`src/ofdm_defs.svh`:
```
`ifndef OFDM_DEFS_SVH
`define OFDM_DEFS_SVH

// sample and symbol sizes
`define OFDM_SAMPLE_W    16
`define OFDM_N_BINS      256
`define OFDM_N_DATA      192

// one group fills eight data subcarriers
`define OFDM_GROUP_SC    8
`define OFDM_GROUP_BITS  32

// constellation and pilot levels
`define OFDM_AMP         1024
`define OFDM_PILOT_AMP   1024

// guard band, both ends included
`define OFDM_GUARD_LO    101
`define OFDM_GUARD_HI    155

// pilots 0..3 positive, 4..7 negative
`define OFDM_PILOT_BIN_0 13
`define OFDM_PILOT_BIN_1 38
`define OFDM_PILOT_BIN_2 63
`define OFDM_PILOT_BIN_3 88
`define OFDM_PILOT_BIN_4 168
`define OFDM_PILOT_BIN_5 193
`define OFDM_PILOT_BIN_6 218
`define OFDM_PILOT_BIN_7 243

`endif

```
`src/ofdm_pkg.sv`:
```
`include "ofdm_defs.svh"

package ofdm_pkg;

    //////////////////////////////
    // modulation select
    //////////////////////////////

    // code 3 is not listed, treated as BPSK
    typedef enum logic [1:0]
    {
        BPSK  = 2'd0,
        QPSK  = 2'd1,
        QAM16 = 2'd2
    } mod_t;

    //////////////////////////////
    // payload types
    //////////////////////////////

    // one complex point
    typedef struct packed
    {
        logic signed [`OFDM_SAMPLE_W-1:0] i;
        logic signed [`OFDM_SAMPLE_W-1:0] q;
    } cplx_t;

    // packed bytes of one group plus its modulation
    typedef struct packed
    {
        mod_t                        mode;
        logic [`OFDM_GROUP_BITS-1:0] bits;
    } bit_group_t;

    // mapped points of one group, subcarrier 0 in sc[0]
    typedef struct packed
    {
        cplx_t [`OFDM_GROUP_SC-1:0] sc;
    } point_group_t;

endpackage

```
`src/ofdm_byte_packer.sv`:
```
`timescale 1ns/1ps
`include "ofdm_defs.svh"

module ofdm_byte_packer
(
    input  logic                 clk,
    input  logic                 reset,
    input  logic                 data_en_i,
    input  logic [7:0]           data_i,
    input  ofdm_pkg::mod_t       mod_i,
    input  logic                 sym_end_i,
    input  logic                 full_i,
    output logic                 ready_o,
    output logic                 group_valid_o,
    output ofdm_pkg::bit_group_t group_o
);

    localparam int N_GROUPS = `OFDM_N_DATA / `OFDM_GROUP_SC;

    logic [1:0]     byte_cnt;
    logic [4:0]     grp_cnt;
    logic           mod_held_vld;
    ofdm_pkg::mod_t mod_held;
    ofdm_pkg::mod_t mod_in;
    ofdm_pkg::mod_t mod_cur;
    logic [1:0]     last_byte;
    logic           drain;
    logic           accept;
    logic           group_last;

    // fold the unused code onto BPSK
    always_comb
    begin
        case (mod_i)
            ofdm_pkg::QPSK:  mod_in = ofdm_pkg::QPSK;
            ofdm_pkg::QAM16: mod_in = ofdm_pkg::QAM16;
            default:         mod_in = ofdm_pkg::BPSK;
        endcase
    end

    // modulation is frozen after the first byte of a symbol
    assign mod_cur = mod_held_vld ? mod_held : mod_in;

    // bytes per group minus one
    always_comb
    begin
        case (mod_cur)
            ofdm_pkg::QPSK:  last_byte = 2'd1;
            ofdm_pkg::QAM16: last_byte = 2'd3;
            default:         last_byte = 2'd0;
        endcase
    end

    // drain keeps input closed for the last output cycle of a symbol
    assign ready_o    = !full_i && !drain && (grp_cnt < N_GROUPS);
    assign accept     = data_en_i && ready_o;
    assign group_last = accept && (byte_cnt == last_byte);

    always_ff @(posedge clk)
    begin
        if (reset)
        begin
            byte_cnt      <= '0;
            grp_cnt       <= '0;
            mod_held_vld  <= 1'b0;
            group_valid_o <= 1'b0;
            drain         <= 1'b0;
        end
        else
        begin
            group_valid_o <= group_last;
            drain         <= sym_end_i;
            if (sym_end_i)
            begin
                byte_cnt     <= '0;
                grp_cnt      <= '0;
                mod_held_vld <= 1'b0;
            end
            else if (accept)
            begin
                mod_held_vld <= 1'b1;
                if (group_last)
                begin
                    byte_cnt <= '0;
                    grp_cnt  <= grp_cnt + 5'd1;
                end
                else
                begin
                    byte_cnt <= byte_cnt + 2'd1;
                end
            end
        end
    end

    // first byte of a group lands in the lowest bits
    always_ff @(posedge clk)
    begin
        if (accept)
        begin
            if (!mod_held_vld)
                mod_held <= mod_in;
            group_o.bits[8*byte_cnt +: 8] <= data_i;
            group_o.mode                  <= mod_cur;
        end
    end

endmodule

```
`config.mk`:
```
export PLATFORM = sky130hd
export DESIGN_NAME = ofdm_byte_packer
export DESIGN_NICKNAME = d
export VERILOG_FILES = /design/src/ofdm_pkg.sv /design/src/ofdm_byte_packer.sv
export VERILOG_INCLUDE_DIRS = /design/src
export SDC_FILE = /design/constraint.sdc
export NUM_CORES = 1
export LEC_CHECK = 0
export BUFFER_PORTS_ARGS = -buffer_cell sky130_fd_sc_hd__buf_2
export CAP_MARGIN = 10
export CORE_MARGIN = 2
export CORE_UTILIZATION = 49
export CTS_CLUSTER_SIZE = 20
export DETAILED_ROUTE_END_ITERATION = 8
export PLACE_DENSITY = 0.76
export SYNTH_ARGS = -nofsm -noshare
export SYNTH_HDL_FRONTEND = slang
export SYNTH_SLANG_ARGS = --single-unit
```
`constraint.sdc`:
```
create_clock -name clk -period 5.2 [get_ports clk]
set_input_delay 0.52 -clock clk [delete_from_list [all_inputs] [get_ports clk]]
set_output_delay 0.52 -clock clk [all_outputs]
set_load 0.05 [all_outputs]
```
==> metrics.txt <==
DR vias/cell 5.01; # placed instances 229; f_max 484 MHz; n_diodes 0; Final nets between 200 and 250; vias in the first global route 1,138; Tcrit/Tclk final 39.7%; row count 22; post-layout util 62.4%; Final Max Slew Viols 0; hold buffer count at cts 0; overall routing resource usage around 17%; GRT Residual Overflow 0; CP cell instances nand2b_1, o21ai_0, ha_1, xor2_1, nand4_4, or3_1, a21oi_1; Req. time, crit path 5420 ps; worst vdd ir about 0.18 mV; Setup Fix Bufs, Post-CTS 0; HP Class input pin to flop; first-pass GRT wire length 5.23 mm; insertion delay to the later sink of the worst-skew pair 290 ps; clk_skew 5.30 ps; CP Capture Type flop; DRT Pass-1 Iters 4; ys flop type edfxtp_1; Critical R2R Capture grp_cnt[3]; final-report hold violation count 0; initial core utilization 50.5%; clock buffer depth 2; wire per inst 13.7 µm; CP Launch Type flop; synth cell count leaders edfxtp_1 (34), and2_1 (32), dfxtp_1 (10); cell with the most instances after synthesis edfxtp_1; Worst path max stage delay 390 ps; I/O pin count 51; CTS tree built; Max-Cap Viols 0; area delta synth->final 23.7%; Mapped Cells 133; layout cell share with drive strength beyond 1 34.6%; Post-DP HPWL around 2.5 mm; Synth top area share 56.1%; synth top area cells edfxtp_1 (56%), and2_1 (11%), dfxtp_1 (11%); status finished, final reports clean; critical path's slowest cell or3_1; TritonCTS Buffers 5; Setup CP Type flop to flop; cell taking the most area after synthesis edfxtp_1; via count ~1,200; CP max FO 9; relative slew slack approximately half; setup_tns 0 ps; post-layout worst setup margin 3130 ps; largest net degree at the start of global routing 14; WP data arrival 2290 ps; Routed Antenna Nets 0; library cells used by synthesis 27; worst path bufs/invs 0; Reg clk slew, reported paths around 80 ps; post_cts resized 0; RSZ-0062 raised after global routing no; Avg Cell Area, Syn 13.7 µm²; H-tree depth 2; Iter 0 DRT Violations 55; EDFF count, synth 34; Yosys reg bits 44; Place WS 2920 ps; r2r setup slk 3130 ps; DIE AREA 0.00422 mm²; Hold Path End drain; crit path time final 2070 ps; Post-Syn Nets approximately 160; Cell Count, Final, Fillers Out 236; initial antenna violation count 0; pwr dens 326 mW/mm²; Die X 64.9 µm; synthesis warning total 0; DRC 0; final setup violation count 0; Sink Count 44; ys async rst share 0%; clock root buffer clkbuf_8; Routed Wire Length 3.23 mm; Seq/Total Area, Yosys approximately 67%; core area 0.00361 mm²; die span in y between 60 and 70 µm; min-delay src reset; worst-margin pin slew approximately 750 ps; Final Wtd Congestion 0.757; Leak Pwr 0.811 nW; reg2reg path depth 7; mapped cell area 0.00182 mm²; Hold Path Stages 2; IO Port Bufs 50; family with the most delay on the worst path simple AND/OR/NAND/NOR gates; reg2reg start mod_held_vld
report_power, final:
| group | internal (mW) | total [mW] | switching [mW] |
|---|---|---|---|
| Combinational | 0.0158 | 0.0530 | 0.0372 |
| Clock | 0.189 | 0.298 | 0.109 |
| Sequential | 0.381 | 0.384 | 0.00238 |
worst max path at each step:
stage / slack, ps / cells after the start / start / to
final: 3130 / 7 / mod_held_vld / grp_cnt[3]
after floorplan: 3050 / 6 / mod_held[0] / grp_cnt[3]
after global placement: 3080 / 8 / mod_i[1] / grp_cnt[3]
after global routing: 2950 / 4 / byte_cnt[0] / group_o[12]
after CTS: 3120 / 7 / mod_held_vld / grp_cnt[3]
after detailed placement: 2920 / 8 / mod_i[1] / grp_cnt[3]
flip-flops by register name, indices dropped and copies added (netlist names):
name	count
byte_cnt	2
drain	1
group_o	32
group_valid_o	1
grp_cnt	5
mod_held	2
mod_held_vld	1
layout by cell type, fill, tap and decap left out, types with 3 or more instances in the layout:
master | Yosys | routed
dfxtp_1 | 10 | 10
o21ai_0 | 5 | 5
nand4_1 | 3 | 3
and3_2 | 4 | 4
inv_1 | 4 | 4
nand2_1 | 4 | 4
nor3b_1 | 3 | 3
nor2_1 | 6 | 6
ha_1 | 7 | 7
clkbuf_8 | 0 | 5
edfxtp_1 | 34 | 34
and2_1 | 32 | 32
buf_2 | 0 | 50
kinds of logic after synthesis:
family                     synth area share [%]
AOI/OAI and AO/OA                          4.26
xor gates and xnor gates                   1.44
adders and majority gates                  4.81
buffers and inverters                      1.24
DFF                                        67.1
and+or+nand+nor                            21.1
cell type report:
type | instances | area, µm²
multi-input combinational | 83 | 576
clock buffer | 5 | 68.8
sequential | 44 | 1220
tap | 48 | 60.1
timing repair buffer | 50 | 250
clock inverter | 2 | 60.1
inverter | 4 | 15.0
fill | 285 | 1360
metrics by stage:
step	power, mW	instance area [µm²]	hold slack, ps
floorplan	0.428	1820	467
global placement	0.444	2120	483
detailed placement	0.445	2120	495
CTS	0.739	2250	414
global route	0.762	2250	414
finish	0.735	2250	419
metal layers:
layer  wire [µm]  GRT usage, %
met1        1260          19.8
met3         214          4.51
met2        1690          29.0
met5           0             0
met4          62          9.31
(Power assumes the default switching activity.)
