===== src/ofdm_defs.svh =====
`ifndef OFDM_DEFS_SVH
`define OFDM_DEFS_SVH

// sample and symbol sizes
`define OFDM_SAMPLE_W    16
`define OFDM_N_BINS      256
`define OFDM_N_DATA      192

// one group fills eight data subcarriers
`define OFDM_GROUP_SC    8
`define OFDM_GROUP_BITS  32

// constellation and pilot levels
`define OFDM_AMP         1024
`define OFDM_PILOT_AMP   1024

// guard band, both ends included
`define OFDM_GUARD_LO    101
`define OFDM_GUARD_HI    155

// pilots 0..3 positive, 4..7 negative
`define OFDM_PILOT_BIN_0 13
`define OFDM_PILOT_BIN_1 38
`define OFDM_PILOT_BIN_2 63
`define OFDM_PILOT_BIN_3 88
`define OFDM_PILOT_BIN_4 168
`define OFDM_PILOT_BIN_5 193
`define OFDM_PILOT_BIN_6 218
`define OFDM_PILOT_BIN_7 243

`endif


===== src/ofdm_pkg.sv =====
`include "ofdm_defs.svh"

package ofdm_pkg;

    //////////////////////////////
    // modulation select
    //////////////////////////////

    // code 3 is not listed, treated as BPSK
    typedef enum logic [1:0]
    {
        BPSK  = 2'd0,
        QPSK  = 2'd1,
        QAM16 = 2'd2
    } mod_t;

    //////////////////////////////
    // payload types
    //////////////////////////////

    // one complex point
    typedef struct packed
    {
        logic signed [`OFDM_SAMPLE_W-1:0] i;
        logic signed [`OFDM_SAMPLE_W-1:0] q;
    } cplx_t;

    // packed bytes of one group plus its modulation
    typedef struct packed
    {
        mod_t                        mode;
        logic [`OFDM_GROUP_BITS-1:0] bits;
    } bit_group_t;

    // mapped points of one group, subcarrier 0 in sc[0]
    typedef struct packed
    {
        cplx_t [`OFDM_GROUP_SC-1:0] sc;
    } point_group_t;

endpackage


===== src/ofdm_subcarrier_mapper.sv =====
`timescale 1ns/1ps
`include "ofdm_defs.svh"

module ofdm_subcarrier_mapper
(
    input  logic                   clk,
    input  logic                   reset,
    input  logic                   group_valid_i,
    input  ofdm_pkg::bit_group_t   group_i,
    output logic                   points_valid_o,
    output ofdm_pkg::point_group_t points_o
);

    localparam int W = `OFDM_SAMPLE_W;
    localparam logic signed [W-1:0] AMP1 = W'(`OFDM_AMP);
    localparam logic signed [W-1:0] AMP3 = W'(3 * `OFDM_AMP);

    ofdm_pkg::point_group_t mapped;

    // one bit per axis, BPSK and QPSK
    function automatic logic signed [W-1:0] level2(input logic b);
        return b ? AMP1 : -AMP1;
    endfunction

    // Gray coded pair, QAM16
    function automatic logic signed [W-1:0] level4(input logic [1:0] p);
        logic signed [W-1:0] v;
        case (p)
            2'b00:   v = -AMP3;
            2'b01:   v = -AMP1;
            2'b11:   v = AMP1;
            default: v = AMP3;
        endcase
        return v;
    endfunction

    //////////////////////////////
    // all eight subcarriers at once
    //////////////////////////////
    always_comb
    begin
        for (int k = 0; k < `OFDM_GROUP_SC; k++)
        begin
            case (group_i.mode)
                ofdm_pkg::QPSK:
                begin
                    mapped.sc[k].i = level2(group_i.bits[2*k]);
                    mapped.sc[k].q = level2(group_i.bits[2*k+1]);
                end
                ofdm_pkg::QAM16:
                begin
                    // lower pair on I, upper pair on Q
                    mapped.sc[k].i = level4(group_i.bits[4*k +: 2]);
                    mapped.sc[k].q = level4(group_i.bits[4*k+2 +: 2]);
                end
                default:
                begin
                    mapped.sc[k].i = level2(group_i.bits[k]);
                    mapped.sc[k].q = '0;
                end
            endcase
        end
    end

    always_ff @(posedge clk)
    begin
        if (reset)
            points_valid_o <= 1'b0;
        else
            points_valid_o <= group_valid_i;
    end

    always_ff @(posedge clk)
    begin
        if (group_valid_i)
            points_o <= mapped;
    end

endmodule


===== config.mk =====
export PLATFORM = sky130hd
export DESIGN_NAME = ofdm_subcarrier_mapper
export DESIGN_NICKNAME = d
export VERILOG_FILES = /design/src/ofdm_pkg.sv /design/src/ofdm_subcarrier_mapper.sv
export VERILOG_INCLUDE_DIRS = /design/src
export SDC_FILE = /design/constraint.sdc
export NUM_CORES = 1
export LEC_CHECK = 0
export BUFFER_PORTS_ARGS = -buffer_cell sky130_fd_sc_hd__buf_4
export CAP_MARGIN = 15
export CORE_AREA = 2 2 114 116
export DETAILED_ROUTE_END_ITERATION = 10
export DIE_AREA = 0 0 116 118
export PLACE_DENSITY_LB_ADDON = 0.12
export SLEW_MARGIN = 0
export SYNTH_ARGS = -nofsm -noshare
export SYNTH_HDL_FRONTEND = slang
export SYNTH_SLANG_ARGS = --single-unit

===== constraint.sdc =====
create_clock -name clk -period 2.24 [get_ports clk]
set_input_delay 0 -clock clk [delete_from_list [all_inputs] [get_ports clk]]
set_output_delay 0 -clock clk [all_outputs]
set_load 0.005 [all_outputs]

==> results of run 1 <==
layer usage:
layer | global-route usage, % | part of all wire (%) | up-vias
met2 | 17.4 | 51 | 148
met5 | 0 | 0 | -
li1 | - | - | 1088
met4 | 2.38 | 0.80 | 0
met1 | 11.0 | 37 | 1074
met3 | 2.88 | 11 | 4
cell type report:
| type | instances | area [um2] | share of cell area (%) |
|---|---|---|---|
| clock inverter | 2 | 60.1 | 1.44 |
| multi-input combinational | 281 | 1630 | 39.1 |
| timing repair buffer | 128 | 963 | 23.2 |
| clock buffer | 6 | 139 | 3.34 |
| sequential | 34 | 1010 | 24.3 |
| tap | 172 | 215 | 5.18 |
| inverter | 38 | 143 | 3.43 |
cell families (layout without fill, tap and decap cells):
family | count (synthesis) | in the layout
adders and majority gates | 41 | 41
and+or+nand+nor | 34 | 34
buffers and inverters | 267 | 174
other | 2 | 168
DFF | 34 | 34
AOI/OAI and AO/OA | 38 | 38
Yosys cell counts:
library cell / instances
edfxtp_1: 33
o22ai_1: 4
inv_1: 37
o21ai_0: 4
nor2b_4: 1
o21ba_2: 2
nand2b_1: 6
o21bai_1: 1
o31a_1: 2
ha_1: 41
and2_1: 5
o31ai_1: 1
a31oi_1: 6
dfxtp_1: 1
nor2b_1: 5
o32ai_1: 4
buf_2: 3
conb_1: 2
o2bb2ai_1: 8
nand2b_4: 1
buf_4: 223
inv_2: 1
a221o_1: 2
nand2_1: 5
nor2_1: 11
buf_6: 3
o221ai_1: 4
through the flow:
step / cell area, um2 / hold WS [ns] / utilization, % / total power [W]
final: 4160 / 0.0418 / 33.5 / 0.00232
after CTS: 4160 / 0.0362 / 33.5 / 0.00235
after detailed placement: 3950 / 0.158 / 31.8 / 0.00141
after global routing: 4160 / 0.0389 / 33.5 / 0.00244
after floorplan: 4500 / 0.0716 / - / 0.00139
after global placement: 3950 / 0.162 / 31.8 / 0.00141
repair_timing:
item / 4_1_cts / 5_1_grt
hold buffers: 1 / 0
gates resized for setup: 0 / 0
endpoints found under the hold margin: 1 / 0
worst paths after layout:
check	to	slack, ns	startpoint
setup / recovery	points_o[62]	0.96	group_i[32]
hold / removal	points_o[235]	0.04	group_i[15]
sequential cells by signal, summed over array words and instances, names as in the netlist:
name / count
points_valid_o: 1
points_o: 33
power by group through the flow:
stage               Combinational (W)  Clock (W)  Sequential [W]
floorplan                    0.000561          0        0.000833
global placement             0.000570          0        0.000836
detailed placement           0.000574          0        0.000839
CTS                          0.000577   0.000942        0.000826
global route                 0.000645   0.000965        0.000833
finish                       0.000574   0.000918        0.000824
cells in the final DEF, fill, tap and decap left out, types with 6 or more instances in the layout:
master     instances
a31oi_1            6
buf_4            127
conb_1           168
edfxtp_1          33
ha_1              41
inv_1             37
nand2b_1           6
nor2_1            11
o2bb2ai_1          8
==> results.cfg, run 1 <==
[run_status]
status = finished clean

[pwr]
p_leak_nw = 2.24
internal_power_w = 0.00174
p_sw_w = 0.000578
switching_share_pct = 24.9
p_clk_share_pct = 39.6
peakVddDrop_mv = 0.254
seqPwrFrac_pct = 35.6
pwr-share-comb_pct = 24.8
power_density_nw_per_um2 = 557

[critical_path]
cpMostUsedCell = buf_4
crit_type = input port to flip-flop
startpoint_type = input port
setup.worst_path.end_class = flip-flop
cp_max_fo = 16
slowest_stage = ha_1
cp_slowest_stage_delay_ns = 0.63
critPathBufInv = 3
required_ns = 2.24
crit_chain = buf_4, inv_1, ha_1, nand2b_1, buf_4, o221ai_1
path_delay_family = adder cells
crit_cells = 6
arrival_ns = 1.29

[floorplan]
dieArea_um2 = 13700
fp.dieW_um = 116
initial_core_util_pct = 31.3
design.core.area_um2 = 12400
fp.dieH_um = 118
rows = 41
ioPinCount = 294

[logic_synthesis]
synth-seq-cells = 34
synth_cell_types = 27
synth.largest_area_cell = buf_4
synthCells = 416
synth_top_family_by_area = buffers and inverters
synth_mux_area_share_pct = 0
synthAdderAreaFrac_pct = 13.2
synth_simple_gate_area_share_pct = 4.84
yosysTopAreaCellShare_pct = 43.1
synth_warnings = 0
synth_compound_area_share_pct = 7.61
syn_avg_cell_area_um2 = 9.33
synth_xor_area_share_pct = 0
syn_area_um2 = 3880
ys_seq_area_share_pct = 26.1
synthTopCellsByArea = buf_4 (43%), edfxtp_1 (26%), ha_1 (13%), inv_1 (3.6%), o2bb2ai_1 (1.8%)

[route]
wirelength_mm = 7.41
firstDrtPassIters = 4
drc_errors = 0
via_count = 2314
detail_route.wl_per_cell_um = 11.2
drtAntennaViolNets = 0
drtIter0Drc = 94
vias_per_cell = 3.50

[timing]
finalSetupViolCount = 0
worst_slack_ns = 0.957
finalCritPeriodShare_pct = 57.3
final_hold_viol_count = 0
timing.fmax_ghz = 0.779
rsz0062_at_grt = no
slew_viol_final = 0
fin_setup_tns_ns = 0
worst_pin_slew_ns = 0.554
fin_crit_ns = 1.28
relSlewSlack_pct = 63.0

[placed_design]
preCtsSetupSlack_ns = 0.669
dp_cells = 652
hpwl_mm = 6.11
portBuffers = 125
gp_congestion = 0.727

[hold_path]
hold_class = input port to flip-flop
min_path_cells = 2

[clocking]
clk_pin_slew_ns = 0.06
root_buffer = clkbuf_16
clock_sinks = 34
clk_path_buf_depth = 2
cts_inserted_buffers = 5
tritoncts = yes
h-tree-depth = 2
cts_setup_buffers = 0

[global_route]
grt_antenna_before_repair = 0
gr-total-overflow = 0
grt_pass1_wl_mm = 10.2
grt_util_all_layers_pct = 9.65
grt_pass1_vias = 1919
grt_max_degree = 35

[cells_and_area]
area_growth_pct = 7.16
drive_gt1_share_pct = 28.6
final_net_count = 566
nFillCells = 1277
antennaDiodeCount = 0
fin_cells = 661

[flow_run]
maxCapViolCount = 0
(Power assumes the default switching activity.)
==> run 2, diff against run 1 <==
CORE_AREA = 2 2 113 115   (was 2 2 114 116)
DIE_AREA = 0 0 115 117   (was 0 0 116 118)
clock period = 1.3 ns   (was 2.24 ns; I/O delays follow)
==> run 2 against run 1 <==
  * Combinational power is 76% higher
  * Sequential share of layout area grew 0.17 points
  * Clock power is 29% higher
  * Cell count decreased by 2.6%
  * Sequential power rose by 71%
  * Critical endpoint is now points_o[94]
  * Design area decreased by 0.69%
  * Total power grew 56%
  * Largest cell class unchanged
  * Setup slack got worse by 0.66 ns
  * Die area is 1.7% lower
==> results.cfg, run 2 (synthesis results as in run 1) <==
[run_status]
status = finished clean

[timing]
timing.fmax_ghz = 0.993
final_hold_viol_count = 0
finalCritPeriodShare_pct = 77.5
fin_crit_ns = 1.01
finalSetupViolCount = 0
fin_setup_tns_ns = 0
slew_viol_final = 0
rsz0062_at_grt = no

[clocking]
h-tree-depth = 2
root_buffer = clkbuf_16
clk_path_buf_depth = 2
tritoncts = yes
cts_setup_buffers = 0
clk_pin_slew_ns = 0.05
clock_sinks = 34
cts_inserted_buffers = 5

[floorplan]
dieArea_um2 = 13500
initial_core_util_pct = 31.5
design.core.area_um2 = 12300
fp.dieW_um = 115
rows = 41
ioPinCount = 294
fp.dieH_um = 117

[global_route]
grt_pass1_wl_mm = 9.36
grt_util_all_layers_pct = 9.13
gr-total-overflow = 0
grt_pass1_vias = 1817
grt_antenna_before_repair = 0
grt_max_degree = 35

[pwr]
p_leak_nw = 2.25
peakVddDrop_mv = 0.388
power_density_nw_per_um2 = 874

[critical_path]
required_ns = 1.32
cp_slowest_stage_delay_ns = 0.35
crit_chain = buf_4, inv_1, ha_1, buf_12, nor2b_1, a221o_1
path_delay_family = adder cells
arrival_ns = 1.03
startpoint_type = input port
cp_max_fo = 14
setup.worst_path.end_class = flip-flop
crit_type = input port to flip-flop
slowest_stage = ha_1
critPathBufInv = 3

[route]
wirelength_mm = 7.06
drtIter0Drc = 65
detail_route.wl_per_cell_um = 11.0
drtAntennaViolNets = 0
drc_errors = 0
vias_per_cell = 3.61
via_count = 2322
firstDrtPassIters = 4

[cells_and_area]
area_growth_pct = 6.42
final_cell_mix = conb_1 (168), buf_4 (131), ha_1 (41), inv_1 (37), edfxtp_1 (33)
final_common_cell = conb_1
reg_top3 = points_o x33, points_valid_o x1
largest_register = points_o
drive_gt1_share_pct = 29.1
final_net_count = 571
largest_reg_flops = 33
fin_util_pct = 33.5
antennaDiodeCount = 0

[hold_path]
whs_endpoint = points_o[43]
hold_path_startpoint = group_i[3]
min_path_cells = 2
hold_class = input port to flip-flop

[placed_design]
gp_congestion = 0.730
hpwl_mm = 5.84
portBuffers = 125

[flow_run]
maxCapViolCount = 0
run 2: cell types whose count changed in the layout (fill, tap and decap cells not counted), sizes merged:
cell / previous run / this run
clkbuf: 6 / 7
buf: 127 / 132
bufinv: 2 / 0
clkinv: 0 / 1
run 2: repair_timing:
item | in CTS | in global routing
resized for setup | 0 | 0
hold endpoints to repair | 1 | 0
hold buffers | 1 | 0
run 2: cell type report:
type,instances,area (um2)
fill,1287,8180
multi-input combinational,281,1630
timing repair buffer,133,1010
sequential,34,1010
tap,150,188
clock buffer,7,143
inverter,38,143
clock inverter,1,5.00
run 2: routing by layer:
layer / up-vias / track usage (%) / share of wire, % / wire length [um]
met5: - / 0 / 0 / 0
met4: 0 / 3.53 / 1.2 / 86
met3: 6 / 2.11 / 10 / 736
met2: 153 / 16.1 / 51 / 3570
met1: 1067 / 10.8 / 38 / 2660
li1: 1096 / - / - / -
run 2: power by group:
group | total (W) | switching [W] | leakage, nW | internal [W]
clock | 0.00118 | 0.000424 | 0.0739 | 0.000759
combinational | 0.00101 | 0.000485 | 1.85 | 0.000526
sequential | 0.00141 | 0.0000739 | 0.327 | 0.00134
total | 0.00361 | 0.000983 | 2.25 | 0.00262
run 2: how the worst max path moves through the flow:
stage	from	to	depth (start not counted)
2_1_floorplan	group_i[32]	points_o[190]	6
3_3_place_gp	group_i[32]	points_o[94]	6
3_5_place_dp	group_i[32]	points_o[94]	6
4_1_cts	group_i[32]	points_o[94]	6
5_1_grt	group_i[32]	points_o[190]	6
6_report	group_i[32]	points_o[94]	6
run 2: stage by stage:
stage                     cell area (um2)  hold WS [ns]  setup WS [ns]  power, W  cells
after global placement               3970         0.159         0.0233   0.00244    635
after detailed placement             3970         0.159        0.00513   0.00245    635
after CTS                            4130        0.0385          0.288   0.00365    644
after floorplan                      4500        0.0716          0.154   0.00240    582
final                                4130        0.0502          0.293   0.00361    644
after global routing                 4130        0.0438          0.244   0.00383    644
