$ cat config.mk
export PLATFORM = sky130hd
export DESIGN_NAME = ofdm_spectrum_writer
export DESIGN_NICKNAME = d
export VERILOG_FILES = /design/src/ofdm_pkg.sv /design/src/ofdm_spectrum_writer.sv
export VERILOG_INCLUDE_DIRS = /design/src
export SDC_FILE = /design/constraint.sdc
export NUM_CORES = 1
export LEC_CHECK = 0
export BUFFER_PORTS_ARGS = -buffer_cell sky130_fd_sc_hd__buf_4
export CORE_UTILIZATION = 54
export DETAILED_ROUTE_END_ITERATION = 12
export PLACE_DENSITY_LB_ADDON = 0.12
export SYNTH_ARGS = -nofsm -noshare
export SYNTH_HDL_FRONTEND = slang
export SYNTH_SLANG_ARGS = --single-unit
$ cat constraint.sdc
create_clock -name clk -period 5.6 [get_ports clk]
set_clock_uncertainty 0.15 [all_clocks]
set_input_delay 1.12 -clock clk [delete_from_list [all_inputs] [get_ports clk]]
set_output_delay 1.12 -clock clk [all_outputs]
set_load 0.03 [all_outputs]
$ cat src/ofdm_defs.svh
`ifndef OFDM_DEFS_SVH
`define OFDM_DEFS_SVH

// sample and symbol sizes
`define OFDM_SAMPLE_W    16
`define OFDM_N_BINS      256
`define OFDM_N_DATA      192

// one group fills eight data subcarriers
`define OFDM_GROUP_SC    8
`define OFDM_GROUP_BITS  32

// constellation and pilot levels
`define OFDM_AMP         1024
`define OFDM_PILOT_AMP   1024

// guard band, both ends included
`define OFDM_GUARD_LO    101
`define OFDM_GUARD_HI    155

// pilots 0..3 positive, 4..7 negative
`define OFDM_PILOT_BIN_0 13
`define OFDM_PILOT_BIN_1 38
`define OFDM_PILOT_BIN_2 63
`define OFDM_PILOT_BIN_3 88
`define OFDM_PILOT_BIN_4 168
`define OFDM_PILOT_BIN_5 193
`define OFDM_PILOT_BIN_6 218
`define OFDM_PILOT_BIN_7 243

`endif

$ cat src/ofdm_pkg.sv
`include "ofdm_defs.svh"

package ofdm_pkg;

    //////////////////////////////
    // modulation select
    //////////////////////////////

    // code 3 is not listed, treated as BPSK
    typedef enum logic [1:0]
    {
        BPSK  = 2'd0,
        QPSK  = 2'd1,
        QAM16 = 2'd2
    } mod_t;

    //////////////////////////////
    // payload types
    //////////////////////////////

    // one complex point
    typedef struct packed
    {
        logic signed [`OFDM_SAMPLE_W-1:0] i;
        logic signed [`OFDM_SAMPLE_W-1:0] q;
    } cplx_t;

    // packed bytes of one group plus its modulation
    typedef struct packed
    {
        mod_t                        mode;
        logic [`OFDM_GROUP_BITS-1:0] bits;
    } bit_group_t;

    // mapped points of one group, subcarrier 0 in sc[0]
    typedef struct packed
    {
        cplx_t [`OFDM_GROUP_SC-1:0] sc;
    } point_group_t;

endpackage

$ cat src/ofdm_spectrum_writer.sv
`timescale 1ns/1ps
`include "ofdm_defs.svh"

module ofdm_spectrum_writer
(
    input  logic            clk,
    input  logic            reset,
    input  logic            full_i,
    input  logic            out_ready_i,
    input  ofdm_pkg::cplx_t rd_point_i,
    output logic [7:0]      rd_idx_o,
    output logic [7:0]      out_bin_o,
    output logic            sym_end_o,
    output logic            out_done_o,
    output logic            out_valid_o,
    output ofdm_pkg::cplx_t out_point_o
);

    localparam int W = `OFDM_SAMPLE_W;
    localparam logic signed [W-1:0] PILOT = W'(`OFDM_PILOT_AMP);

    logic [7:0]      bin_cnt;
    logic [7:0]      data_idx;
    logic            emit;
    logic            is_zero;
    logic            is_pilot_p;
    logic            is_pilot_n;
    logic            is_data;
    ofdm_pkg::cplx_t bin_point;

    assign emit      = full_i && out_ready_i;
    assign sym_end_o = emit && (bin_cnt == 8'd255);
    assign rd_idx_o  = data_idx;

    //////////////////////////////
    // bin classification
    //////////////////////////////
    always_comb
    begin
        // DC and guard band
        is_zero = (bin_cnt == 8'd0) ||
                  (bin_cnt >= `OFDM_GUARD_LO && bin_cnt <= `OFDM_GUARD_HI);
        is_pilot_p = (bin_cnt == `OFDM_PILOT_BIN_0) || (bin_cnt == `OFDM_PILOT_BIN_1) ||
                     (bin_cnt == `OFDM_PILOT_BIN_2) || (bin_cnt == `OFDM_PILOT_BIN_3);
        is_pilot_n = (bin_cnt == `OFDM_PILOT_BIN_4) || (bin_cnt == `OFDM_PILOT_BIN_5) ||
                     (bin_cnt == `OFDM_PILOT_BIN_6) || (bin_cnt == `OFDM_PILOT_BIN_7);
        is_data = !is_zero && !is_pilot_p && !is_pilot_n;
    end

    always_comb
    begin
        if (is_pilot_p)
        begin
            bin_point.i = PILOT;
            bin_point.q = '0;
        end
        else if (is_pilot_n)
        begin
            bin_point.i = -PILOT;
            bin_point.q = '0;
        end
        else if (is_zero)
        begin
            bin_point = '0;
        end
        else
        begin
            bin_point = rd_point_i;
        end
    end

    //////////////////////////////
    // bin and data counters
    //////////////////////////////
    always_ff @(posedge clk)
    begin
        if (reset)
        begin
            bin_cnt     <= '0;
            data_idx    <= '0;
            out_valid_o <= 1'b0;
            out_done_o  <= 1'b0;
        end
        else
        begin
            out_valid_o <= emit;
            // stays up through the output cycle of bin 255
            out_done_o  <= full_i;
            if (emit)
            begin
                // wraps to 0 after bin 255
                bin_cnt <= bin_cnt + 8'd1;
                if (sym_end_o)
                    data_idx <= '0;
                else if (is_data)
                    data_idx <= data_idx + 8'd1;
            end
        end
    end

    always_ff @(posedge clk)
    begin
        if (emit)
        begin
            out_bin_o   <= bin_cnt;
            out_point_o <= bin_point;
        end
    end

endmodule

==> results.md, run 1 <==
* Hold buffers post-CTS at 0
* Worst-margin pin slew at 0.810 ns
* Register area share after synthesis at 0.598
* Synth warn at 0
* Status: complete, no violations
* First-pass GRT wire length at 8230 µm
* Final Max Slew Viols at 0
* EDFF count, synth at 40
* Final period util at 0.581
* Pre-CTS setup slack at 2.29 ns
* Depth of the CTS H-tree at 3
* Grt total ovfl at 0
* Vias in the first global route at 1,768
* IO Count at 87
* Worst EP required at 4.33 ns
* Area leader, netlist: edfxtp_1
* Distinct cells, synth at 44
* Post-detail-place hpwl at 3690 µm
* Initial Utilization at 0.580
* Antenna Cells at 0
* Setup WS post-layout at 2.35 ns
* First-pass DRT Iterations at 4
* DR DRC count at 0
* Final wirelength at 5250 µm
* PD cells at 280 mW/mm²
* Design area at 0.00343 mm²
* PortBufs at 86
* Width of the die at 71.5 µm
* Unrepaired setup endpoints after global routing: no
* Synth area leaders: edfxtp_1, dfxtp_1, and2_4, nand2_1, ha_1
* CTS buffer count at 9
* Via/cell ratio at 5.31
* CTS sink cnt at 58
* FFs w/ async S/R, synth at 0
* Nets at 341
* Hold path depth at 1
* Worst setup SP type: input port
* Setup TNS Final at 0 ns
* Max IR drop VDD at 0.231 mV
* Setup violators final at 0
* Pleak at 1.40 nW
* Synthesized instance count at 213
* Synth-to-layout area growth at 31.3%
* Cells on worst reg2reg path at 7
* Post-synth top area share at 0.460
* Min-delay worst type: reg -> reg
* GR Util All Layers at 0.213
* Predominant post-synthesis flop cell: edfxtp_1
* Largest net degree at the start of global routing at 27
* Via count at 1,896
* Maxcap violations at 0
* CP arrival at 1.98 ns
* Commonest non-fill, non-tap cell in the layout: buf_4
* Final worst path period need at 3.25 ns
* Die area at 0.00512 mm²
* Post-Syn Area at 0.00261 mm²
* Core box area at 0.00450 mm²
* Row cnt at 24
* Die height at 71.5 µm
* Relative slew slack at 0.457
* Fmax at 0.308 GHz
* DP Area at 0.00325 mm²
* CTS max path bufs at 2
* Clk root buf: clkbuf_8
* WL/cell at 14.7 µm
* Synth Register Bits at 58
* CTS tree: done
* Avg Cell Area, Syn at 12.3 µm²
* DRT iter0 DRCs at 105
* Initial antenna violation count at 0
* Clock Latency Late Sink at 0.32 ns
* FF-to-FF setup slack at 2.67 ns
* Layout cells sized above 1 at 0.423
* Clk slew on worst S/H paths at 0.06 ns
* Mapped Nets at 254
* CP endpoint kind: output port
* GPL Wtd Cong at 0.784
* Post-cts resize count at 0
* Detail Route Antenna Nets at 0
* Crit-path max FO at 9
* Critical path class: in -> out
* Setup bufs post-CTS at 0
* Commonest non-fill, non-tap cells in the layout: buf_4, edfxtp_1, and2_4, nand2_1, dfxtp_1
* Final Hold Viols at 0
[state kept, by name (all words and copies together), names as in the netlist]
| name | cells |
|---|---|
| bin_cnt | 8 |
| out_bin_o | 8 |
| out_done_o | 1 |
| out_point_o | 32 |
| out_valid_o | 1 |
| rd_idx_o | 8 |
[power breakdown]
part           total (W)  switching (W)  leakage (nW)  internal, W
clock network   0.000352       0.000150        0.0894     0.000202
logic           0.000127      0.0000686         0.774    0.0000583
registers       0.000483     0.00000598         0.535     0.000477
[final timing paths]
| kind | startpoint | end |
|---|---|---|
| worst max-delay path | full_i | sym_end_o |
| worst max register to register | bin_cnt[0] | out_point_o[10] |
| worst min register to register | rd_idx_o[7] | rd_idx_o[7] |
| worst min-delay path | rd_idx_o[7] | rd_idx_o[7] |
[per-stage QoR]
| step | utilization | total power, W | std cells | hold WS, ns |
|---|---|---|---|---|
| after global routing | 0.761 | 0.000993 | 357 | 0.358 |
| after global placement | 0.722 | 0.000616 | 341 | 0.323 |
| after CTS | 0.761 | 0.000969 | 357 | 0.326 |
| after floorplan | - | 0.000575 | 213 | 0.253 |
| final | 0.761 | 0.000962 | 357 | 0.323 |
| after detailed placement | 0.722 | 0.000619 | 341 | 0.310 |
[critical path, cell delays in order]
cell     delay [ns]
buf_4          0.08
nand2_1        0.18
nor2_1         0.22
and3_1         0.21
buf_4          0.17
[layer usage]
layer	up-vias	share of wire	global-route usage
li1	939	-	-
met1	876	0.45	0.290
met2	73	0.48	0.327
met3	8	0.062	0.0520
met4	0	0.011	0.0980
met5	-	0	0
[cell type report]
class / instances / area (µm²)
Clock inverter: 4 / 42.5
Fill cell: 302 / 1080
Clock buffer: 12 / 135
Tap cell: 52 / 65.1
Multi-Input combinational cell: 138 / 945
Inverter: 5 / 18.8
Sequential cell: 58 / 1560
Timing Repair Buffer: 88 / 661
[Yosys cell counts, drive strengths merged (2+ instances only)]
| cell type | number |
|---|---|
| and2 | 26 |
| xnor2 | 3 |
| nor2 | 14 |
| nand4 | 3 |
| nor2b | 4 |
| inv | 4 |
| nand3b | 2 |
| ha | 5 |
| edfxtp | 40 |
| xor2 | 3 |
| nor4b | 2 |
| nand3 | 5 |
| dfxtp | 18 |
| nand4b | 6 |
| a21oi | 12 |
| o21ai | 10 |
| nand2 | 18 |
| clkbuf | 4 |
| and3 | 5 |
| a41oi | 2 |
| buf | 8 |
[cells by family after synthesis]
| logic type | after synthesis | share of synthesized area |
|---|---|---|
| XOR/XNOR | 6 | 0.0201 |
| buffers and inverters | 17 | 0.0402 |
| AO/OA/AOI/OAI | 34 | 0.0891 |
| adder cells (fa/ha/maj) | 5 | 0.0240 |
| AND/OR/NAND/NOR | 93 | 0.229 |
| flip-flops | 58 | 0.598 |
Power figures use the tool's default switching activity.
==> run 2: changes to the inputs <==
--- a/config.mk
+++ b/config.mk
@@ -7,7 +7,7 @@
 export NUM_CORES = 1
 export LEC_CHECK = 0
 export BUFFER_PORTS_ARGS = -buffer_cell sky130_fd_sc_hd__buf_4
-export CORE_UTILIZATION = 54
+export CORE_UTILIZATION = 50
 export DETAILED_ROUTE_END_ITERATION = 12
 export PLACE_DENSITY_LB_ADDON = 0.12
 export SYNTH_ARGS = -nofsm -noshare
==> constraint.sdc (replaced) <==
create_clock -name clk -period 3 [get_ports clk]
set_clock_uncertainty 0.15 [all_clocks]
set_input_delay 0.6 -clock clk [delete_from_list [all_inputs] [get_ports clk]]
set_output_delay 0.6 -clock clk [all_outputs]
set_load 0.03 [all_outputs]
==> run 2 against run 1 <==
  * Flip-flop and latch count unchanged
  * Sequential share of layout area is 1.4 points lower
  * Clock power rose by 140%
  * Critical endpoint is now out_point_o[7]
==> results.md, run 2 (synthesized netlist as in run 1, its figures left out) <==
* Worst r2r src: bin_cnt[0]
* Post-cts resize count at 0
* Antenna Cells at 0
* Min-delay worst type: reg -> reg
* Setup violators final at 0
* WL/cell at 14.2 µm
* Initial Utilization at 0.535
* Setup bufs post-CTS at 0
* Worst path max stage delay at 0.45 ns
* Grt total ovfl at 0
* Hold_sp: rd_idx_o[7]
* Die height at 74.3 µm
* Final Hold Viols at 0
* CTS buffer count at 9
* Hold buffers post-CTS at 0
* DP Cell Count at 358
* Post-detail-place hpwl at 3650 µm
* PortBufs at 86
* Setup WS post-layout at 0.374 ns
* Clk slew on worst S/H paths at 0.07 ns
* Final period util at 0.875
* # fillers at 352
* Setup TNS Final at 0 ns
* Depth of the CTS H-tree at 3
* Relative slew slack at 0.468
* DR DRC count at 0
* Worst-margin pin slew at 0.794 ns
* Layout cells sized above 1 at 0.436
* Pleak at 1.44 nW
* Synth-to-layout area growth at 35.6%
* Clock Latency Late Sink at 0.34 ns
* GPL Wtd Cong at 0.860
* Clk root buf: clkbuf_8
* CP endpoint kind: flip-flop
* Critical path class: reg -> reg
* CTS sink cnt at 58
* Largest net degree at the start of global routing at 34
* Worst r2r dst: out_point_o[7]
* First-pass GRT wire length at 7980 µm
* PD cells at 562 mW/mm²
* CTS max path bufs at 2
* CTS tree: done
* Cells on worst reg2reg path at 7
* Die area at 0.00552 mm²
* Worst-path cell chain: ha_1, or3b_1, a21o_1, a221oi_4, and3b_1, buf_12, and2_4
* Row cnt at 25
* Worst setup SP type: flip-flop
* Maxcap violations at 0
* Max FFs per register at 32
* Max IR drop VDD at 0.373 mV
* Commonest non-fill, non-tap cells in the layout: buf_4, edfxtp_1, and2_4, nand2_1, dfxtp_1
* Nets at 343
* Biggest register: out_point_o
* Final worst path period need at 2.63 ns
* Vias in the first global route at 1,733
* Crit-path max FO at 33
* Status: complete, no violations
* First-pass DRT Iterations at 4
* Worst EP required at 2.94 ns
* Via/cell ratio at 5.17
* WHS Endpoint: rd_idx_o[7]
* Initial antenna violation count at 0
* IO Count at 87
* Hold path depth at 1
* Via count at 1,933
* Core box area at 0.00488 mm²
* Width of the die at 74.3 µm
* Detail Route Antenna Nets at 0
* GR Util All Layers at 0.201
* Final Max Slew Viols at 0
* Pre-CTS setup slack at 0.414 ns
* Non-filler instance count after layout at 374
* DRT iter0 DRCs at 95
* Unrepaired setup endpoints after global routing: no
* Commonest non-fill, non-tap cell in the layout: buf_4
* FF-to-FF setup slack at 0.37 ns
* CP arrival at 2.57 ns
* Slowest-stage cell, CP: dfxtp_1
* Final wirelength at 5310 µm
* Fmax at 0.381 GHz
run 2: per-stage QoR:
step	hold WS (ns)	area [µm²]	utilization	total power, W
5_1_grt	0.340	3540	0.726	0.00205
6_report	0.326	3540	0.726	0.00199
3_5_place_dp	0.311	3310	0.678	0.00116
3_3_place_gp	0.319	3310	0.678	0.00116
4_1_cts	0.320	3540	0.726	0.00201
2_1_floorplan	0.253	2610	-	0.00107
run 2: how the worst max path moves through the flow:
stage | from | endpoint | slack (ns) | cells after the start
finish | bin_cnt[0] | out_point_o[7] | 0.37 | 7
global route | bin_cnt[0] | rd_idx_o[7] | 0.18 | 9
CTS | bin_cnt[0] | out_point_o[7] | 0.39 | 7
detailed placement | bin_cnt[0] | out_point_o[14] | 0.41 | 7
global placement | bin_cnt[0] | out_point_o[0] | 0.45 | 7
floorplan | full_i | bin_cnt[3] | 0.38 | 5
run 2: layer usage:
metal  share of wire  up-vias  track usage  routed length [µm]
li1                -      944            -                   -
met1            0.41      911        0.233                2200
met2            0.51       67        0.339                2730
met3           0.050       11       0.0407                 265
met4           0.023        0        0.130                 120
met5               0        -            0                   0
run 2: final cells by class:
cell class                      count  area (µm²)  area share
Timing Repair Buffer               90         701       0.198
Clock buffer                        9         124      0.0350
Tap cell                           67        83.8      0.0237
Inverter                            5        18.8     0.00530
Clock inverter                      7         108      0.0304
Multi-Input combinational cell    138         945       0.267
Sequential cell                    58        1560       0.441
run 2: worst max-delay path: cells and delay by family (launching register included):
kind | cells | cell delay (ns)
buffers and inverters | 1 | 0.17
adder cells (fa/ha/maj) | 1 | 0.21
flip-flops | 1 | 0.45
AND/OR/NAND/NOR | 3 | 0.77
AO/OA/AOI/OAI | 2 | 0.62
run 2: where the power goes:
| group | leakage (nW) | switching [W] | internal (W) |
|---|---|---|---|
| combinational | 0.791 | 0.000128 | 0.000116 |
| sequential | 0.535 | 0.0000106 | 0.000889 |
| clock | 0.118 | 0.000304 | 0.000543 |
| total | 1.44 | 0.000443 | 0.00155 |
==> run 3: changes to the inputs <==
--- a/config.mk
+++ b/config.mk
@@ -10,6 +10,7 @@
 export CORE_UTILIZATION = 50
 export DETAILED_ROUTE_END_ITERATION = 12
 export PLACE_DENSITY_LB_ADDON = 0.12
+export REMOVE_ABC_BUFFERS = 1
 export SYNTH_ARGS = -nofsm -noshare
 export SYNTH_HDL_FRONTEND = slang
 export SYNTH_SLANG_ARGS = --single-unit
==> run 3 against run 2 <==
  * Non-clock buffer count rose by 1
  * Critical path depth rose by 2
  * Largest cell class unchanged
  * Setup slack lost 0.053 ns
  * Final cell count is 0.27% higher
==> results.md, run 3 (synthesized netlist as in run 1, its figures left out) <==
* Status: complete, no violations
* First-pass GRT wire length at 8040 µm
* Worst path max stage delay at 0.46 ns
* Relative slew slack at 0.709
* Worst setup SP type: flip-flop
* Die height at 74.3 µm
* First-pass DRT Iterations at 4
* CP endpoint kind: flip-flop
* Slowest-stage cell, CP: dfxtp_1
* IO Count at 87
* Core box area at 0.00488 mm²
* Min-delay worst type: reg -> reg
* Depth of the CTS H-tree at 3
* Max IR drop VDD at 0.406 mV
* Layout Utilization at 0.717
* Final period util at 0.893
* Clk root buf: clkbuf_8
* Grt total ovfl at 0
* PortBufs at 86
* Maxcap violations at 0
* WL/cell at 14.1 µm
* Fmax at 0.373 GHz
* Layout cells sized above 1 at 0.438
* Post-detail-place hpwl at 3780 µm
* GR Layer Usage met2 at 0.307
* Busiest grt layer: met2
* Internal power at 0.00146 W
* Crit. Startpoint: bin_cnt[0]
* CP arrival at 2.79 ns
* Sw power at 0.000422 W
* GPL Wtd Cong at 0.880
* Post-cts resize count at 0
* Final Hold Viols at 0
* CTS tree: done
* Commonest non-fill, non-tap cells in the layout: buf_4, edfxtp_1, and2_4, nand2_1, dfxtp_1
* Biggest register: out_point_o
* Unrepaired setup endpoints after global routing: no
* Initial Utilization at 0.535
* Final Max Slew Viols at 0
* Max FFs per register at 32
* Setup bufs post-CTS at 0
* Sequential share of power at 0.478
* GR Util All Layers at 0.201
* Hold buffers post-CTS at 0
* DRT iter0 DRCs at 91
* Clock Latency Late Sink at 0.32 ns
* Final worst path period need at 2.68 ns
* Synth-to-layout area growth at 34.1%
* Worst-margin pin slew at 0.436 ns
* Worst EP required at 3.11 ns
* Antenna Cells at 0
* Largest net degree at the start of global routing at 38
* Met1 GRT Util at 0.263
* Clk slew on worst S/H paths at 0.06 ns
* Die area at 0.00552 mm²
* Met3 usage at 0.0637
* Clock share of power at 0.395
* CTS buffer count at 9
* Initial antenna violation count at 0
* DR DRC count at 0
* Vias in the first global route at 1,729
* Hold_sp: rd_idx_o[7]
* Worst-path cell chain: inv_1, ha_1, nor4b_1, o221ai_1, o31a_1, and3b_1, buf_4, nand4b_1, a21oi_1
* Gate power share at 0.126
* Setup violators final at 0
* Nets at 344
* Sw Ratio at 0.224
* Worst r2r src: bin_cnt[0]
* CTS max path bufs at 2
* Setup TNS Final at 0 ns
* Final wirelength at 5290 µm
* Commonest non-fill, non-tap cell in the layout: buf_4
* Detail Route Antenna Nets at 0
* CTS sink cnt at 58
* Row cnt at 25
* Pleak at 1.43 nW
* PD cells at 538 mW/mm²
* Via/cell ratio at 5.16
* Crit-path max FO at 28
* Width of the die at 74.3 µm
* Critical path class: reg -> reg
* Via count at 1,935
[run 3: path summary, 6_finish.rpt]
path,to,slack (ns),cells after the start
setup / recovery,rd_idx_o[2],0.32,9
hold / removal,rd_idx_o[7],0.33,1
hold reg to reg,rd_idx_o[7],0.33,1
setup reg to reg,rd_idx_o[2],0.32,9
[run 3: metal layers]
metal / wire, µm / up-vias
met4: 61 / 0
met1: 2250 / 888
li1: - / 945
met5: 0 / -
met2: 2550 / 95
met3: 434 / 7
[run 3: power by group through the flow]
| stage | clock network, W | registers (W) | logic, W |
|---|---|---|---|
| after floorplan | 0 | 0.000972 | 0.0000843 |
| after global placement | 0 | 0.000917 | 0.000235 |
| after detailed placement | 0 | 0.000918 | 0.000240 |
| after CTS | 0.000758 | 0.000901 | 0.000240 |
| after global routing | 0.000805 | 0.000903 | 0.000256 |
| final | 0.000744 | 0.000901 | 0.000238 |
[run 3: area by class of cell]
cell class	instances	area, µm²
Multi-Input combinational cell	138	945
Inverter	5	18.8
Tap cell	67	83.8
Clock buffer	10	128
Fill cell	359	1380
Sequential cell	58	1560
Timing Repair Buffer	91	683
Clock inverter	6	81.3
[run 3: worst max-delay path, delay by kind of cell, from the launching register on]
| family | cells | cell delay [ns] |
|---|---|---|
| adder cells (fa/ha/maj) | 1 | 0.25 |
| buffers and inverters | 2 | 0.43 |
| flip-flops | 1 | 0.46 |
| AND/OR/NAND/NOR | 3 | 0.65 |
| AO/OA/AOI/OAI | 3 | 0.67 |
[run 3: through the flow]
stage                     cells  power [W]  hold WS (ns)  area, µm²  setup WS, ns
final                       375    0.00188         0.328       3500         0.321
after global routing        375    0.00196         0.341       3500         0.113
after CTS                   375    0.00190         0.328       3500         0.327
after detailed placement    359    0.00116         0.316       3290         0.332
after global placement      359    0.00115         0.310       3290         0.410
after floorplan             201    0.00106         0.347       2520         0.303
